===== src/logic/dm_cache_pkg.sv =====
package dm_cache_pkg;

    // Processor side
    localparam int ADDR_W     = 16;   // Byte address
    localparam int WORD_W     = 16;

    // Address split, bit 0 dropped
    localparam int TAG_W      = 5;    // addr[15:11]
    localparam int INDEX_W    = 8;    // addr[10:3]
    localparam int OFFSET_W   = 2;    // addr[2:1]

    // Line geometry
    localparam int LINE_WORDS = 4;    // Also the bank count
    localparam int NUM_LINES  = 256;

    // Main memory
    localparam int MEM_ADDR_W = 15;   // Word address, tag+index+offset
    localparam int BANK_DEPTH = 8192; // 2**(TAG_W+INDEX_W)
    localparam int MEM_LATENCY = 4;   // Busy time and read return delay

    typedef logic [ADDR_W-1:0]     addr_t;
    typedef logic [WORD_W-1:0]     word_t;
    typedef logic [TAG_W-1:0]      tag_t;
    typedef logic [INDEX_W-1:0]    index_t;
    typedef logic [OFFSET_W-1:0]   offset_t;

    // Low OFFSET_W bits pick the bank
    typedef logic [MEM_ADDR_W-1:0] mem_addr_t;

    typedef logic [LINE_WORDS-1:0] bank_mask_t; // One bit per bank

    // Tag store entry
    // Valid bit is kept by the store itself
    typedef struct packed {
        logic dirty;  // Line differs from memory
        tag_t tag;
    } tag_entry_t;

    // Word 0 in the low bits
    typedef word_t [LINE_WORDS-1:0] line_t;

endpackage


===== src/logic/line_ram.sv =====
module line_ram #(
    parameter type entry_t = logic   // Tag entry or full data line
) (
    input  logic                 clk,
    input  logic                 rst_n,
    input  logic                 rd_en,
    input  logic                 wr_en,
    input  dm_cache_pkg::index_t rd_index,
    input  dm_cache_pkg::index_t wr_index,
    input  entry_t               wr_entry,
    output entry_t               rd_entry,
    output logic                 rd_valid
);
    import dm_cache_pkg::*;

    entry_t               mem [NUM_LINES];  // Payload, no reset
    logic [NUM_LINES-1:0] valid;            // Per entry valid

    // Valid bits
    always_ff @(posedge clk or negedge rst_n) begin
        if (!rst_n) begin
            valid    <= '0;
            rd_valid <= 1'b0;
        end else begin
            if (rd_en) begin
                rd_valid <= valid[rd_index];  // Old value on same-index write
            end
            if (wr_en) begin
                valid[wr_index] <= 1'b1;
            end
        end
    end

    // Entry array, read-first
    always_ff @(posedge clk) begin
        if (rd_en) begin
            rd_entry <= mem[rd_index];  // Held until next rd_en
        end
        if (wr_en) begin
            mem[wr_index] <= wr_entry;
        end
    end

endmodule


===== config.mk =====
export PLATFORM = sky130hd
export DESIGN_NAME = line_ram
export DESIGN_NICKNAME = d
export VERILOG_FILES = /design/src/logic/dm_cache_pkg.sv /design/src/logic/line_ram.sv
export SDC_FILE = /design/constraint.sdc
export NUM_CORES = 1
export LEC_CHECK = 0
export BUFFER_PORTS_ARGS = -buffer_cell sky130_fd_sc_hd__buf_2
export CAP_MARGIN = 20
export CORE_MARGIN = 2
export CORE_UTILIZATION = 44
export CTS_BUF_LIST = sky130_fd_sc_hd__clkbuf_2 sky130_fd_sc_hd__clkbuf_4 sky130_fd_sc_hd__clkbuf_8
export DETAILED_ROUTE_END_ITERATION = 12
export GPL_TIMING_DRIVEN = 0
export SKIP_CTS_REPAIR_TIMING = 1
export SLEW_MARGIN = 10
export SYNTH_ARGS = -nofsm -noshare
export SYNTH_HDL_FRONTEND = slang
export SYNTH_SLANG_ARGS = --single-unit

===== constraint.sdc =====
create_clock -name clk -period 3 [get_ports clk]
set_clock_uncertainty 0.2 [all_clocks]
set_input_delay 0.15 -clock clk [delete_from_list [all_inputs] [get_ports clk]]
set_output_delay 0.15 -clock clk [all_outputs]
set_load 0.02 [all_outputs]

; Word level (Yosys, flattened, before mapping)
; Memory sizes are Yosys's and may differ from the RTL's. A register that Yosys moved wholly into a read port is not among the register bits.
; Cells that the tools add are included.
[totals]
ff_bits = 257
mem_bits_rw = 256
out_inout_bits = 2
mem_count = 1
[mem_list]
columns = memory, depth, width, read_ports, rd_clocked_by_memory_dff, write_ports, line_no
row1 = mem, 256, 1, 1, 1, 1, line_ram.sv:16  ; entry_t mem [NUM_LINES];
[op_classes]
magnitude_cmp = 3
muxes = 6
bitwise_logic = 1
n_reduce_logical = 1
[op_table]
columns = operator, count
row1 = OR 256 bit, 1
row2 = < comparator 8 x 9 -> 1 bit (second input constant), 2
row3 = binary-select mux 1 bit (select 8 bit), 1
row4 = demux 1 bit (select 8 bit), 1
row5 = greater-or-equal comparator 8 x 1 -> 1 bit (second input constant), 1
row6 = 2-to-1 mux 1 bit, 4
row7 = logical AND 1 bit, 1

; Depth between registers and ports, before layout
[logic_depth]
depth_word = 5
ltp_mapped = 11
depth_no_buf = 7

; Worst setup path before layout
; Ideal clock, no wire load.
[synth_timing]
kind = input port to flip-flop
start = input rd_index[0]
end = register rd_entry, read port of mem, data pin
setup_ps = 272
arrival_ps = 2155
slack_ps = 373
stages = 9
path_buffers = 3
cell_sequence = buf_6 -> buf_6 -> buf_6 -> mux4_2 -> a221oi_2 -> o22ai_1 -> nor3_1 -> nor3_1 -> or4_1
[synth_rtl]
columns = element, line_no
row1 = start: declaration, line_ram.sv:8  ; input dm_cache_pkg::index_t rd_index,
row2 = end: declaration, line_ram.sv:11  ; output entry_t rd_entry,

==> impl_metrics.env <==
export IMPL_status="finished, violations left"
export IMPL_violations="negative hold slack"
export IMPL_numPlacedInstances=2128
export IMPL_multi_input_area_um2=6900
export IMPL_setup_slack_ns=0.0319
export IMPL_final_cells=2305
export IMPL_synthArstFlopShare_pct=50.0
export IMPL_power_density_nw_per_um2=639
export IMPL_critPathCaptureType="register"
export IMPL_hpwl_um=43300
export IMPL_drc_errors=0
export IMPL_layout_common_cells="265 x nor2_1, 257 x edfxtp_1, 257 x dfrtp_1"
export IMPL_leakagePower_uw=0.0102
export IMPL_drive_above_1_share_pct=35.2
export IMPL_grt_setup_unrepaired="no"
export IMPL_min_path_type="in -> reg"
export IMPL_final_common_cell="nor2_1"
export IMPL_netlist_instances=1482
export IMPL_grt_pass1_wl_um=94100
export IMPL_place_ws_ns=-0.877
export IMPL_drtAntennaViolNets=0
export IMPL_die_y_um=225
export IMPL_initial_core_util_pct=44.3
export IMPL_vias_per_cell=5.85
export IMPL_cp_start_kind="input pin"
export IMPL_design_die_area_um2=50600
export IMPL_regArea_um2=14100
export IMPL_dr_pass1_iters=5
export IMPL_yosys_warnings=0
export IMPL_yosysSeqAreaShare_pct=65.8
export IMPL_fin_crit_ns=2.97
export IMPL_finalHoldViolations=2
export IMPL_routed_wl_um=64900
export IMPL_numCtsBuffers=86
export IMPL_use_met1_pct=36.7
export IMPL_path_class="in -> reg"
export IMPL_vias=13495
export IMPL_coreArea_um2=48500
export IMPL_overflow=0
export IMPL_grt_max_degree=161
export IMPL_synth_area_per_cell_um2=14.5
export IMPL_rows=81
export IMPL_clkSinkCount=514
export IMPL_reg2reg_depth=6
export IMPL_synthToLayoutAreaGrowth_pct=14.3
export IMPL_nFillCells=4107
export IMPL_slowest_stage="or4_4"
export IMPL_arrival_ns=3.15
export IMPL_maxCapViolCount=0
export IMPL_max_freq_mhz=337
export IMPL_ir_drop_v=0.000448
export IMPL_gp_congestion=0.879
export IMPL_drt_iter0_markers=1393
export IMPL_crit_fanout=10
export IMPL_clkLatencyLatePin_ns=0.68
export IMPL_hold_ws_ns=-0.0132
export IMPL_synth_area_um2=21500
export IMPL_antenna_found_initial=3
export IMPL_clkTransAtPathRegs_ns=0.06
export IMPL_synth_edf_count=257
export IMPL_final_max_slew_viol_count=0
export IMPL_period_share_pct=98.9
export IMPL_slew_headroom_pct=23.4
export IMPL_clockBufferDepth=3
export IMPL_setup_violations=0
export IMPL_utilization_pct=50.6
export IMPL_syn_nets=1503
export IMPL_htreeDepth=3
export IMPL_gr_max_usage_layer="met2"
export IMPL_crit_top_cell="buf_4"
export IMPL_grt_use_met2_pct=39.9
export IMPL_crit_chain="buf_2 -> buf_4 -> buf_4 -> buf_4 -> mux4_1 -> a221oi_2 -> o22ai_1 -> nor3_2 -> nor3b_1 -> or4_4"
export IMPL_finalNetCount=1628
export IMPL_avgRoutedWirePerCell_um=28.2
export IMPL_met3_usage_pct=7.26
export IMPL_max_stage_delay_ns=0.57
export IMPL_pin_count=23
export IMPL_die_width_um=225
export IMPL_cts_tree="built"
export IMPL_grtUsageTotal_pct=26.5
export IMPL_synth_cell_types=49
export IMPL_tightest_slew_ns=1.15
export IMPL_cts_root_buf="clkbuf_8"
export IMPL_min_path_cells=3
export IMPL_grt_pass1_vias=13706
export IMPL_synth_seq_cells=514
export IMPL_port_buffers=15
export IMPL_worstPathRequired_ns=3.18
export IMPL_synth_ff_type="edfxtp_1"
## kinds of logic after synthesis
logic type / share of synthesized area [%]
flip-flops: 65.8
AND/OR/NAND/NOR: 14.9
multiplexers: 13.8
AO/OA/AOI/OAI: 3.17
buffers and inverters: 2.33
## area by class of cell
class | instances | share of cell area (%)
antenna | 2 | 0.0204
buffer | 90 | 2.03
clock buffer | 143 | 7.09
clock inverter | 19 | 0.387
inverter | 5 | 0.0763
multi-input combinational | 873 | 28.1
sequential | 514 | 57.6
tap | 622 | 3.17
timing repair buffer | 37 | 1.61
## state kept, by name, indices dropped and copies added (netlist names)
register  flops
mem         256
rd_entry      1
rd_valid      1
valid       256
## cell usage after synthesis (all sizes together), types with 3 or more instances
master / number / share of area (%)
a211oi: 4 / 0.14
nand2b: 3 / 0.087
clkbuf: 52 / 0.93
inv: 5 / 0.087
dfrtp: 257 / 30
a22o: 14 / 0.57
mux4: 114 / 12
nand2: 38 / 0.68
o221ai: 10 / 0.41
or2: 256 / 7.4
nand4: 12 / 0.35
nand3: 24 / 0.56
buf: 38 / 1.3
o32a: 3 / 0.14
o22ai: 9 / 0.26
nor2b: 10 / 0.29
nor4: 3 / 0.087
a21oi: 12 / 0.28
nor3: 13 / 0.33
a311oi: 3 / 0.12
edfxtp: 257 / 36
a221oi: 12 / 0.58
a22oi: 10 / 0.35
nand3b: 3 / 0.10
nor2: 266 / 4.6
or4: 3 / 0.10
mux2i: 35 / 1.6
## power breakdown
group / total, µW / internal [µW] / switching [µW]
combinational: 1310 / 556 / 755
clock: 6540 / 3670 / 2870
sequential: 7860 / 7710 / 144
## path summary, 6_finish.rpt
| check | from | endpoint | slack (ns) |
|---|---|---|---|
| max in group asynchronous | rst_n | valid[102] | 0.78 |
| min in group asynchronous | rst_n | valid[0] | 0.45 |
| min reg2reg | valid[204] | valid[204] | 0.26 |
| min | wr_index[0] | mem[195] | -0.01 |
| max | rd_index[1] | rd_entry | 0.03 |
| max reg2reg | mem[217] | rd_entry | 0.03 |
## through the flow
step | area [µm²] | power, µW | setup TNS [ns]
after floorplan | 21500 | 8690 | 0
after global placement | 22400 | 9220 | -1166.98
after detailed placement | 22500 | 9260 | -2.33
after CTS | 24400 | 15700 | -0.222
after global routing | 24600 | 16200 | 0
final | 24600 | 15700 | 0
## layer usage
metal | up-vias | part of all wire, %
li1 | 5670 | -
met4 | 0 | 4.0
met1 | 7004 | 41
met5 | - | 0
met2 | 672 | 45
met3 | 149 | 9.2
## critical path, delay by kind of cell
kind,cells,cell delay (ns)
AO/OA/AOI/OAI,2,0.46
buffers and inverters,4,1.21
multiplexers,1,0.40
AND/OR/NAND/NOR,3,0.91
(Power assumes the default switching activity.)
