===== src/logic/dm_cache_pkg.sv =====
package dm_cache_pkg;

    // Processor side
    localparam int ADDR_W     = 16;   // Byte address
    localparam int WORD_W     = 16;

    // Address split, bit 0 dropped
    localparam int TAG_W      = 5;    // addr[15:11]
    localparam int INDEX_W    = 8;    // addr[10:3]
    localparam int OFFSET_W   = 2;    // addr[2:1]

    // Line geometry
    localparam int LINE_WORDS = 4;    // Also the bank count
    localparam int NUM_LINES  = 256;

    // Main memory
    localparam int MEM_ADDR_W = 15;   // Word address, tag+index+offset
    localparam int BANK_DEPTH = 8192; // 2**(TAG_W+INDEX_W)
    localparam int MEM_LATENCY = 4;   // Busy time and read return delay

    typedef logic [ADDR_W-1:0]     addr_t;
    typedef logic [WORD_W-1:0]     word_t;
    typedef logic [TAG_W-1:0]      tag_t;
    typedef logic [INDEX_W-1:0]    index_t;
    typedef logic [OFFSET_W-1:0]   offset_t;

    // Low OFFSET_W bits pick the bank
    typedef logic [MEM_ADDR_W-1:0] mem_addr_t;

    typedef logic [LINE_WORDS-1:0] bank_mask_t; // One bit per bank

    // Tag store entry
    // Valid bit is kept by the store itself
    typedef struct packed {
        logic dirty;  // Line differs from memory
        tag_t tag;
    } tag_entry_t;

    // Word 0 in the low bits
    typedef word_t [LINE_WORDS-1:0] line_t;

endpackage


===== src/logic/cache_ctrl.sv =====
module cache_ctrl (
    input  logic                     clk,
    input  logic                     rst_n,
    input  logic                     rd,
    input  logic                     wr,
    input  dm_cache_pkg::addr_t      addr,
    input  dm_cache_pkg::word_t      wdata,
    output dm_cache_pkg::word_t      rdata,
    output logic                     done,
    output logic                     stall,
    output logic                     hit,
    output logic                     tag_rd_en,
    output logic                     tag_wr_en,
    output logic                     data_rd_en,
    output logic                     data_wr_en,
    output dm_cache_pkg::index_t     store_index,
    input  dm_cache_pkg::tag_entry_t tag_entry,
    input  logic                     tag_valid,
    output dm_cache_pkg::tag_entry_t tag_wr_entry,
    input  dm_cache_pkg::line_t      data_line,
    output dm_cache_pkg::line_t      data_wr_line,
    output logic                     mem_rd,
    output logic                     mem_wr,
    output dm_cache_pkg::mem_addr_t  mem_addr,
    output dm_cache_pkg::word_t      mem_wdata,
    input  dm_cache_pkg::bank_mask_t mem_busy,
    input  logic                     mem_rvalid,
    input  dm_cache_pkg::word_t      mem_rdata
);
    import dm_cache_pkg::*;

    typedef enum logic [2:0] {
        S_IDLE,       // Wait for rd or wr
        S_LOOKUP,     // Store read issued
        S_COMPARE,    // Tag compare, done on hit
        S_WRITEBACK,  // Old dirty line out to memory
        S_FILL,       // Four reads issued and collected
        S_UPDATE      // Refilled line written, done
    } state_t;

    state_t            state;
    state_t            state_nxt;
    tag_t              req_tag;
    index_t            req_index;
    offset_t           req_offset;
    logic [OFFSET_W:0] issue_cnt;   // Top bit set once all four issued
    offset_t           ret_cnt;     // Read returns seen so far
    offset_t           issue_bank;
    logic              line_hit;
    logic              store_wr;
    line_t             fill_buf;    // Collected fill words
    line_t             base_line;
    line_t             merged_line;

    // Requester holds addr until done
    assign req_tag    = addr[ADDR_W-1 -: TAG_W];
    assign req_index  = addr[OFFSET_W+1 +: INDEX_W];
    assign req_offset = addr[OFFSET_W:1];  // Bit 0 ignored
    assign issue_bank = issue_cnt[OFFSET_W-1:0];

    assign line_hit = tag_valid && (tag_entry.tag == req_tag);

    // Both stores share index and timing
    assign store_index = req_index;
    assign tag_rd_en   = (state == S_LOOKUP);
    assign data_rd_en  = (state == S_LOOKUP);

    // Write hit in compare, or refill in update
    assign store_wr   = ((state == S_COMPARE) && line_hit && wr) || (state == S_UPDATE);
    assign tag_wr_en  = store_wr;
    assign data_wr_en = store_wr;

    // A write hit already has wr set, so dirty follows wr in both cases
    assign tag_wr_entry = '{dirty: wr, tag: req_tag};

    // Processor handshake
    assign done  = ((state == S_COMPARE) && line_hit) || (state == S_UPDATE);
    assign hit   = (state == S_COMPARE) && line_hit;  // Update is always a miss
    assign stall = (state != S_IDLE) && !done;

    // Line source, then merge of the write word
    always_comb begin
        base_line   = (state == S_UPDATE) ? fill_buf : data_line;
        merged_line = base_line;
        if (wr) begin
            merged_line[req_offset] = wdata;
        end
    end

    assign data_wr_line = merged_line;
    assign rdata        = base_line[req_offset];  // Unmerged word on a read

    // Memory requests, held while the target bank is busy
    always_comb begin
        mem_rd   = 1'b0;
        mem_wr   = 1'b0;
        mem_addr = {req_tag, req_index, issue_bank};  // Fill address
        if (state == S_WRITEBACK) begin
            mem_wr   = !mem_busy[issue_bank];
            mem_addr = {tag_entry.tag, req_index, issue_bank};  // Old line home
        end else if (state == S_FILL) begin
            mem_rd = !issue_cnt[OFFSET_W] && !mem_busy[issue_bank];
        end
    end

    // Store output holds the old line through writeback
    assign mem_wdata = data_line[issue_bank];

    always_comb begin
        state_nxt = state;
        case (state)
            S_IDLE: begin
                if (rd || wr) begin
                    state_nxt = S_LOOKUP;
                end
            end
            S_LOOKUP: state_nxt = S_COMPARE;
            S_COMPARE: begin
                if (line_hit) begin
                    state_nxt = S_IDLE;
                end else if (tag_valid && tag_entry.dirty) begin
                    state_nxt = S_WRITEBACK;  // Evict first
                end else begin
                    state_nxt = S_FILL;
                end
            end
            S_WRITEBACK: begin
                if (mem_wr && (&issue_bank)) begin
                    state_nxt = S_FILL;  // Last word accepted
                end
            end
            S_FILL: begin
                if (mem_rvalid && (&ret_cnt)) begin
                    state_nxt = S_UPDATE;
                end
            end
            S_UPDATE: state_nxt = S_IDLE;
            default:  state_nxt = S_IDLE;
        endcase
    end

    always_ff @(posedge clk or negedge rst_n) begin
        if (!rst_n) begin
            state     <= S_IDLE;
            issue_cnt <= '0;
            ret_cnt   <= '0;
        end else begin
            state <= state_nxt;
            if (state_nxt != state) begin
                // Fresh counts for each phase
                issue_cnt <= '0;
                ret_cnt   <= '0;
            end else begin
                if (mem_rd || mem_wr) begin
                    issue_cnt <= issue_cnt + 1'b1;
                end
                if (mem_rvalid) begin
                    ret_cnt <= ret_cnt + 1'b1;
                end
            end
        end
    end

    // Returns arrive in issue order, so the count is the word offset
    always_ff @(posedge clk) begin
        if ((state == S_FILL) && mem_rvalid) begin
            fill_buf[ret_cnt] <= mem_rdata;
        end
    end

endmodule


===== config.mk =====
export PLATFORM = sky130hd
export DESIGN_NAME = cache_ctrl
export DESIGN_NICKNAME = d
export VERILOG_FILES = /design/src/logic/dm_cache_pkg.sv /design/src/logic/cache_ctrl.sv
export SDC_FILE = /design/constraint.sdc
export NUM_CORES = 1
export LEC_CHECK = 0
export ABC_CLOCK_PERIOD_IN_PS = 2250
export BUFFER_PORTS_ARGS = -buffer_cell sky130_fd_sc_hd__buf_2
export CAP_MARGIN = 20
export CORE_ASPECT_RATIO = 0.5
export CORE_UTILIZATION = 47
export CTS_CLUSTER_SIZE = 14
export DETAILED_ROUTE_END_ITERATION = 16
export PLACE_DENSITY = 0.79
export SLEW_MARGIN = 20
export SYNTH_ARGS = -nofsm -noshare
export SYNTH_HDL_FRONTEND = slang
export SYNTH_SLANG_ARGS = --single-unit

===== constraint.sdc =====
create_clock -name clk -period 2.25 [get_ports clk]
set_input_delay 0 -clock clk [delete_from_list [all_inputs] [get_ports clk]]
set_output_delay 0 -clock clk [all_outputs]
set_load 0.1 [all_outputs]

# == Word-level counts from Yosys, hierarchy flattened ==
# Cells that the tools add are included.
# totals
register_bits,72
in_bits,128
out_inout_bits,134
elab_cells,73
# op_classes
addsub,2
order_cmp,5
n_eq_ne,7
n_mux,28
n_reduce_logical,24
# ops
cell,n
$bwmux W64,2
$mux W64,2
$bmux W16 S2,2
$demux W16 S2,2
$mux W16,4
$mux W3,7
$mux W15,1
$pmux W3 S5,1
$logic_and A1 B1 Y1,11
$lt A2 B3 Y1 const B,3
$eq A3 B2 Y1 const B,2
$eq A3 B3 Y1 const B,2
$eq A5 B5 Y1,1
$ge A2 B1 Y1 const B,2
$logic_or A1 B1 Y1,4
$mux W1,4
$mux W2,2
$reduce_and A2 Y1,2
$reduce_bool A2 Y1,2
$add A3 B1 Y3 const B,1
$eq A3 B1 Y1 const B,1
$logic_not A1 Y1,3
$logic_not A3 Y1,1
$ne A3 B3 Y1,1
3 further kinds,3

# == Longest topological paths before layout ==
# Gate-level depths: netlist of the first run.
# logic_depth
word_depth,9
depth_mapped,6
depth_no_buf,5

# == Worst setup path before layout of the first run ==
# No wires, ideal clock.
# synth_path
path_type,register to output
startpoint,register state[0]
endpoint,output tag_rd_en
t_arrival_ns,3.571
t_required_ns,2.250
path_slack_ns,-1.321
stages_incl_launch_ff,4
path_buffers,2
path_cell_list,dfrtp_1 > clkbuf_1 > nor3b_1 > buf_4
# synth_between
elab_chain_len,1
# synth_rtl
item,line,rtl
from (decl),cache_ctrl.sv:41,state_t state;
from (signal assigned),cache_ctrl.sv:148,state <= state_nxt;
$eq A3 B1 Y1,n/a,
to (decl),cache_ctrl.sv:12,"output logic tag_rd_en,"
# No other way between the ends.

# == Final worst setup path of the first run ==
# layout_path
startpoint,register state[1]
endpoint,output rdata[12]
# layout_between
elab_chain_len,4
# layout_rtl
item,line,rtl
$eq A3 B3 Y1,cache_ctrl.sv:83,base_line = (state == S_UPDATE) ? fill_buf : data_line;
$mux W64,cache_ctrl.sv:83,
$bmux W16 S2,cache_ctrl.sv:91,assign rdata = base_line[req_offset];
$mux W16 (not written as such),cache_ctrl.sv:91,
to (decl),cache_ctrl.sv:8,"output dm_cache_pkg::word_t rdata,"
# No other way between the ends. The select of a mux whose other input is x is not followed.

==> results.json, run 1 <==
{
  "portBuffers": 236,
  "clockBufferDepth": 2,
  "yosys_register_bits": 72,
  "h-tree-depth": 3,
  "antenna_cells": 0,
  "status": "completed",
  "rsz0062_at_grt": "yes",
  "antenna_found_initial": 0,
  "wl_per_cell_um": 20.95,
  "cts_buffers": 9,
  "finalMaxSlewViolations": 0,
  "worst_slack_ps": 20.96,
  "grt_usage": 0.3068,
  "synth_ff_type": "edfxtp_1",
  "path_clk_slew_ps": 60,
  "whs_path_depth": 0,
  "fmax_mhz": 448.6,
  "gp_congestion": 0.8776,
  "grt_pass1_wl_mm": 26.23,
  "rows": 26,
  "hold_viol": 0,
  "worst_slew_pin_slew_ps": 548.1,
  "synthArstFlopShare": 0.1111,
  "final_layout_size_suffix_gt1_frac": 0.5716,
  "r2r_slack_ps": 290,
  "power.leakage_nw": 3.786,
  "drv_cap": 0,
  "yosys.area_share.simple": 0.1031,
  "synth_cells": 479,
  "whs_endpoint": "mem_addr[4]",
  "syn_nets": 612,
  "synth_top_family_by_area": "multiplexers",
  "synth_compound_area_frac": 0.08831,
  "drtIter0Drc": 303,
  "cp.required_ps": 2250,
  "initial_core_util": 0.4939,
  "yosysTopAreaCellShare": 0.3726,
  "cts_root_buffer": "clkbuf_16",
  "yosys-mux-area-fraction": 0.2979,
  "yosysTopAreaCell": "edfxtp_1",
  "yosysSeqAreaShare": 0.4115,
  "first_pass_iters": 4,
  "r2r_end": "fill_buf[35]",
  "synthAdderAreaFrac": 0.01213,
  "syn_avg_cell_area_um2": 10.77,
  "preCtsSetupSlack_ps": 338.4,
  "grt_max_degree": 34,
  "synth_edf_count": 64,
  "grt_pass1_vias": 4967,
  "setup_viol": 0,
  "drcViolationCount": 0,
  "synthDistinctLibCells": 44,
  "vias": 4884,
  "path_max_fanout": 16,
  "die_h_um": 76.07,
  "synthesis.area_um2": 5157,
  "grt-ovfl-total": 0,
  "dp_hpwl_mm": 12.74,
  "start_kind": "flip-flop",
  "r2r_cells": 5,
  "cts.sinks": 72,
  "routed_via_density": 5.732,
  "cts_tree": "done",
  "finalNetCount": 840,
  "area_growth_pct": 62.59,
  "seqCellArea_um2": 2122,
  "fin_cells": 852,
  "critPathCaptureType": "output port",
  "wl_mm": 17.85,
  "yosys_warnings": 0,
  "die_w_um": 150.1,
  "hold_class": "in2out",
  "dp_cells": 816,
  "ios": 262,
  "filler_cell_count": 613,
  "finClkSkew_ps": 6.248,
  "worstHoldStart": "addr[5]",
  "clkLatencyLatePin_ps": 330,
  "synth_area_leaders": "edfxtp_1 (37%), mux2i_1 (18%), mux4_2 (8.3%), a21oi_1 (6.5%), nor2_1 (5.3%)",
  "fin_crit_ps": 2229,
  "die_area_um2": 11420,
  "p_per_area_nw_per_um2": 1019,
  "ant_nets": 0,
  "fin_crit_sh": 0.9907,
  "ir_drop_uv": 1180,
  "critPathKind": "reg2out",
  "synth_xor_area_frac": 0.01019,
  "r2r-start": "state[0]",
  "worstPathArrival_ps": 2230,
  "core_area_um2": 10440,
  "crit_start": "state[1]",
  "relSlewSlack": 0.6251,
  "multi_input_area_um2": 2999
}
==> cells by family after synthesis <==
kind of cell | after synthesis
AND/OR/NAND/NOR | 117
AO/OA/AOI/OAI | 84
XOR/XNOR | 6
flip-flops | 72
multiplexers | 128
buffers and inverters | 67
adder cells (fa/ha/maj) | 5
==> cell type report <==
class                           count  share of cell area
Inverter                            6            0.002686
Clock buffer                       10             0.02731
Multi-Input combinational cell    340              0.3577
Clock inverter                      6            0.007162
Sequential cell                    72              0.2531
Timing Repair Buffer              278              0.3312
Tap cell                          140             0.02089
==> placed cells by master (no fill, tap or decap), types with 2 or more instances in the layout <==
master	Yosys	routed
a211o_1	2	2
a21oi_1	67	3
a21oi_2	0	64
and3_1	5	5
buf_12	0	78
buf_2	8	153
buf_4	28	22
clkbuf_16	0	11
clkbuf_4	0	5
clkinv_2	0	3
clkinvlp_4	0	2
dfrtp_1	8	8
dlygate4sd3_1	0	17
edfxtp_1	64	64
ha_1	5	5
inv_1	5	3
inv_2	1	3
mux2_2	14	14
mux2i_1	95	72
mux2i_2	0	22
mux4_2	19	19
nand2_1	18	18
nand3_1	3	2
nand3b_1	3	3
nor2_1	73	72
o21ai_0	3	3
o21ai_2	0	2
o22ai_1	2	2
or3b_1	3	3
xnor2_1	2	2
xor2_1	4	4
==> per-stage QoR <==
stage	TNS, ps	cell area (um2)	power [mW]	hold slack, ps	utilization
after floorplan	-179.6	5418	5.609	-295.6	-
after detailed placement	0	7741	6.999	-140.8	0.7413
after global placement	0	7741	6.909	-148.9	0.7413
after CTS	-14.07	8217	8.416	1.728	0.7868
final	0	8386	8.542	0.04827	0.8030
after global routing	-191.1	8386	8.782	0.3088	0.8030
==> power by group <==
| group | internal [mW] | leakage, nW | switching [mW] |
|---|---|---|---|
| Sequential | 1.54 | 0.683 | 0.0589 |
| Combinational | 1.75 | 2.96 | 3.82 |
| Clock | 0.851 | 0.138 | 0.526 |
| Total | 4.14 | 3.79 | 4.40 |
==> routing by layer <==
| metal | track usage | vias up | part of all wire |
|---|---|---|---|
| li1 | - | 2208 | - |
| met1 | 0.3370 | 2385 | 0.37 |
| met2 | 0.5593 | 237 | 0.52 |
| met3 | 0.07485 | 54 | 0.071 |
| met4 | 0.1374 | 0 | 0.035 |
| met5 | 0 | - | 0 |
==> timing repair <==
| item | in CTS | in global routing |
|---|---|---|
| setup endpoints to repair | 4 | 13 |
| gates cloned | 0 | 2 |
| hold buffers | 17 | 0 |
| setup buffers | 0 | 1 |
| gates resized for setup | 5 | 35 |
| endpoints found under the hold margin | 72 | 0 |
==> worst max-delay path: stages, from the launching register on <==
cell,delay [ps]
dfrtp_1,380
nand3b_4,270
clkbuf_16,270
mux2i_2,280
mux2i_1,110
mux2_2,280
clkbuf_4,290
==> worst max-delay path by stage <==
stage	endpoint	slack [ps]	depth (start not counted)
2_1_floorplan	tag_rd_en	-180	3
3_3_place_gp	fill_buf[2]	460	5
3_5_place_dp	rdata[11]	340	6
4_1_cts	rdata[10]	-7	6
5_1_grt	rdata[12]	-70	6
6_report	rdata[12]	20	6
==> sequential cells by signal, summed over array words and instances (netlist names) <==
| register | flops |
|---|---|
| state | 3 |
| ret_cnt | 2 |
| fill_buf | 64 |
| issue_cnt | 3 |
==> synthesized netlist by cell type (2+ instances only) <==
| master | instances |
|---|---|
| a211o_1 | 2 |
| a21oi_1 | 67 |
| and3_1 | 5 |
| buf_1 | 3 |
| buf_2 | 8 |
| buf_4 | 28 |
| buf_6 | 4 |
| clkbuf_1 | 18 |
| dfrtp_1 | 8 |
| edfxtp_1 | 64 |
| ha_1 | 5 |
| inv_1 | 5 |
| mux2_2 | 14 |
| mux2i_1 | 95 |
| mux4_2 | 19 |
| nand2_1 | 18 |
| nand3_1 | 3 |
| nand3b_1 | 3 |
| nor2_1 | 73 |
| nor3b_1 | 2 |
| o21ai_0 | 3 |
| o21ai_1 | 3 |
| o22ai_1 | 2 |
| or3b_1 | 3 |
| xnor2_1 | 2 |
| xor2_1 | 4 |
Power figures use the tool's default switching activity.
==> run 2, diff against run 1 <==
--- a/config.mk
+++ b/config.mk
@@ -8,11 +8,13 @@
 export ABC_CLOCK_PERIOD_IN_PS = 2250
 export BUFFER_PORTS_ARGS = -buffer_cell sky130_fd_sc_hd__buf_2
 export CAP_MARGIN = 20
+export CELL_PAD_IN_SITES_DETAIL_PLACEMENT = 1
+export CELL_PAD_IN_SITES_GLOBAL_PLACEMENT = 1
 export CORE_ASPECT_RATIO = 0.5
-export CORE_UTILIZATION = 47
+export CORE_UTILIZATION = 34
 export CTS_CLUSTER_SIZE = 14
 export DETAILED_ROUTE_END_ITERATION = 16
-export PLACE_DENSITY = 0.79
+export PLACE_DENSITY = 0.81
 export SLEW_MARGIN = 20
 export SYNTH_ARGS = -nofsm -noshare
 export SYNTH_HDL_FRONTEND = slang
==> run 2 against run 1 <==
  * The run now ends with setup timing left
  * Design area is 1.6% higher
  * Clock-buffer cell count is 2 higher
  * Register-to-register slack improved by 80 ps
  * Clock skew rose by 1.9 ps
  * Maximum frequency fell by 4.5%
  * Power is 0.69% higher
  * Core utilization shrank 22 points
  * Non-clock buffer count decreased by 2
==> results.json, run 2 (synthesized netlist as in run 1, its figures left out) <==
{
  "start_kind": "flip-flop",
  "routed_via_density": 5.649,
  "status": "finished with violations",
  "hold_class": "in2out",
  "rsz0062_at_grt": "yes",
  "final_layout_size_suffix_gt1_frac": 0.5972,
  "first_pass_iters": 5,
  "wl_met3_mm": 1.298,
  "finalNetCount": 838,
  "path_cells": "nand3b_4 > clkbuf_16 > mux2i_1 > mux4_2 > inv_1 > buf_12",
  "max_stage_delay_ps": 500,
  "finClkSkew_ps": 8.104,
  "power.leakage_nw": 3.676,
  "relSlewSlack": 0.2884,
  "clkLatencyLatePin_ps": 340,
  "preCtsSetupSlack_ps": 357.3,
  "rows": 31,
  "dp_hpwl_mm": 14.03,
  "grt_pass1_vias": 5449,
  "cts_tree": "done",
  "grt_usage": 0.2692,
  "core_area_um2": 14620,
  "hold_viol": 0,
  "cts.sinks": 72,
  "filler_cell_count": 1490,
  "drtIter0Drc": 249,
  "finalMaxSlewViolations": 0,
  "die_w_um": 176.2,
  "fin_crit_ps": 2334,
  "p_per_area_nw_per_um2": 1009,
  "clockBufferDepth": 2,
  "largest_reg_flops": 64,
  "path_clk_slew_ps": 60,
  "area_growth_pct": 65.24,
  "cts_buffers": 9,
  "final_cell_mix": "buf_2 (150), buf_12 (75), nor2_1 (72)",
  "critPathCaptureType": "output port",
  "die_h_um": 89.09,
  "ir_drop_uv": 902.0,
  "initial_core_util": 0.3527,
  "violations": "setup timing",
  "cts_root_buffer": "clkbuf_16",
  "cp.required_ps": 2250,
  "path_max_fanout": 14,
  "top_regs": "fill_buf (64), issue_cnt (3), state (3)",
  "grt_max_degree": 35,
  "setup_viol": 8,
  "drt-met1-wl_mm": 8.909,
  "vias": 5141,
  "dpl-instance-area_um2": 7745,
  "ant_nets": 0,
  "cpLargestDelayFamily": "multiplexers",
  "worst_slew_pin_slew_ps": 1067,
  "drv_cap": 0,
  "gp_congestion": 0.7870,
  "worstPathArrival_ps": 2330,
  "antenna_found_initial": 1,
  "fin_crit_sh": 1.037,
  "h-tree-depth": 3,
  "critPathKind": "reg2out",
  "final_common_cell": "buf_2",
  "wl_per_cell_um": 25.21,
  "grt_pass1_wl_mm": 31.25,
  "worst_slack_ps": -83.69,
  "utilization": 0.5828,
  "fmax_mhz": 428.5,
  "largest_register": "fill_buf",
  "top_layer": "met4",
  "ios": 262,
  "portBuffers": 236,
  "grt-ovfl-total": 0,
  "cp_slowest_cell": "mux4_2",
  "path_buf_inv": 3,
  "stdcell_area_um2": 8522,
  "drcViolationCount": 0,
  "wl_mm": 22.94,
  "dr_wl_met2_mm": 11.79,
  "die_area_um2": 15700
}
-- run 2: cell types whose count changed in the layout (fill, tap and decap cells not counted), moves of 2 or more --
cell	previous run	this run
mux2i_4	1	6
buf_2	153	150
mux2i_1	72	53
buf_4	22	28
buf_12	78	75
diode_2	0	2
mux2i_2	22	36
buf_6	0	2
clkbuf_4	5	1
-- run 2: worst paths after layout --
check	from	endpoint	slack, ps	cells after the start
max reg2reg	state[0]	fill_buf[37]	370	5
min reg2reg	ret_cnt[1]	ret_cnt[1]	590	2
max	state[1]	rdata[15]	-80	6
max in group asynchronous	rst_n	issue_cnt[0]	2010	2
min	addr[9]	mem_addr[8]	0.04	0
min in group asynchronous	rst_n	state[2]	40	2
-- run 2: where the power goes --
part           internal (mW)  switching [mW]  total, mW
Combinational           1.75            3.92       5.66
Clock                  0.772           0.566       1.34
Sequential              1.54          0.0572       1.60
-- run 2: final cells by class --
cell class / count / area, um2 / share of cell area
clock buffers: 12 / 246.5 / 0.02892
clock inverters: 4 / 22.52 / 0.002643
well taps: 198 / 247.7 / 0.02907
flip-flops and latches: 72 / 2123 / 0.2492
repair buffers: 276 / 2740 / 0.3215
inverters: 6 / 22.52 / 0.002643
diodes: 2 / 5.005 / 0.0005873
multi-input cells: 340 / 3114 / 0.3654
-- run 2: per-stage QoR --
stage | total power [mW] | setup TNS, ps | instances | hold WS [ps]
floorplan | 5.609 | -179.6 | 479 | -295.6
global placement | 6.875 | 0 | 870 | -149.4
detailed placement | 6.958 | 0 | 870 | -142.2
CTS | 8.321 | -63.65 | 903 | 1.723
global route | 8.818 | -793.1 | 909 | 0.3120
finish | 8.601 | -178.5 | 910 | 0.04218
-- run 2: metal layers --
metal,global-route usage,vias up
li1,-,2205
met1,0.3038,2598
met2,0.4903,258
met3,0.04804,80
met4,0.1613,0
met5,0,-
-- run 2: what timing repair did --
action / CTS / global route
gates resized for setup: 12 / 63
cloned: 0 / 3
pin swaps: 0 / 1
setup endpoints to repair: 8 / 15
hold buffers: 17 / 0
buffers inserted: 0 / 2
hold endpoints to repair: 72 / 0
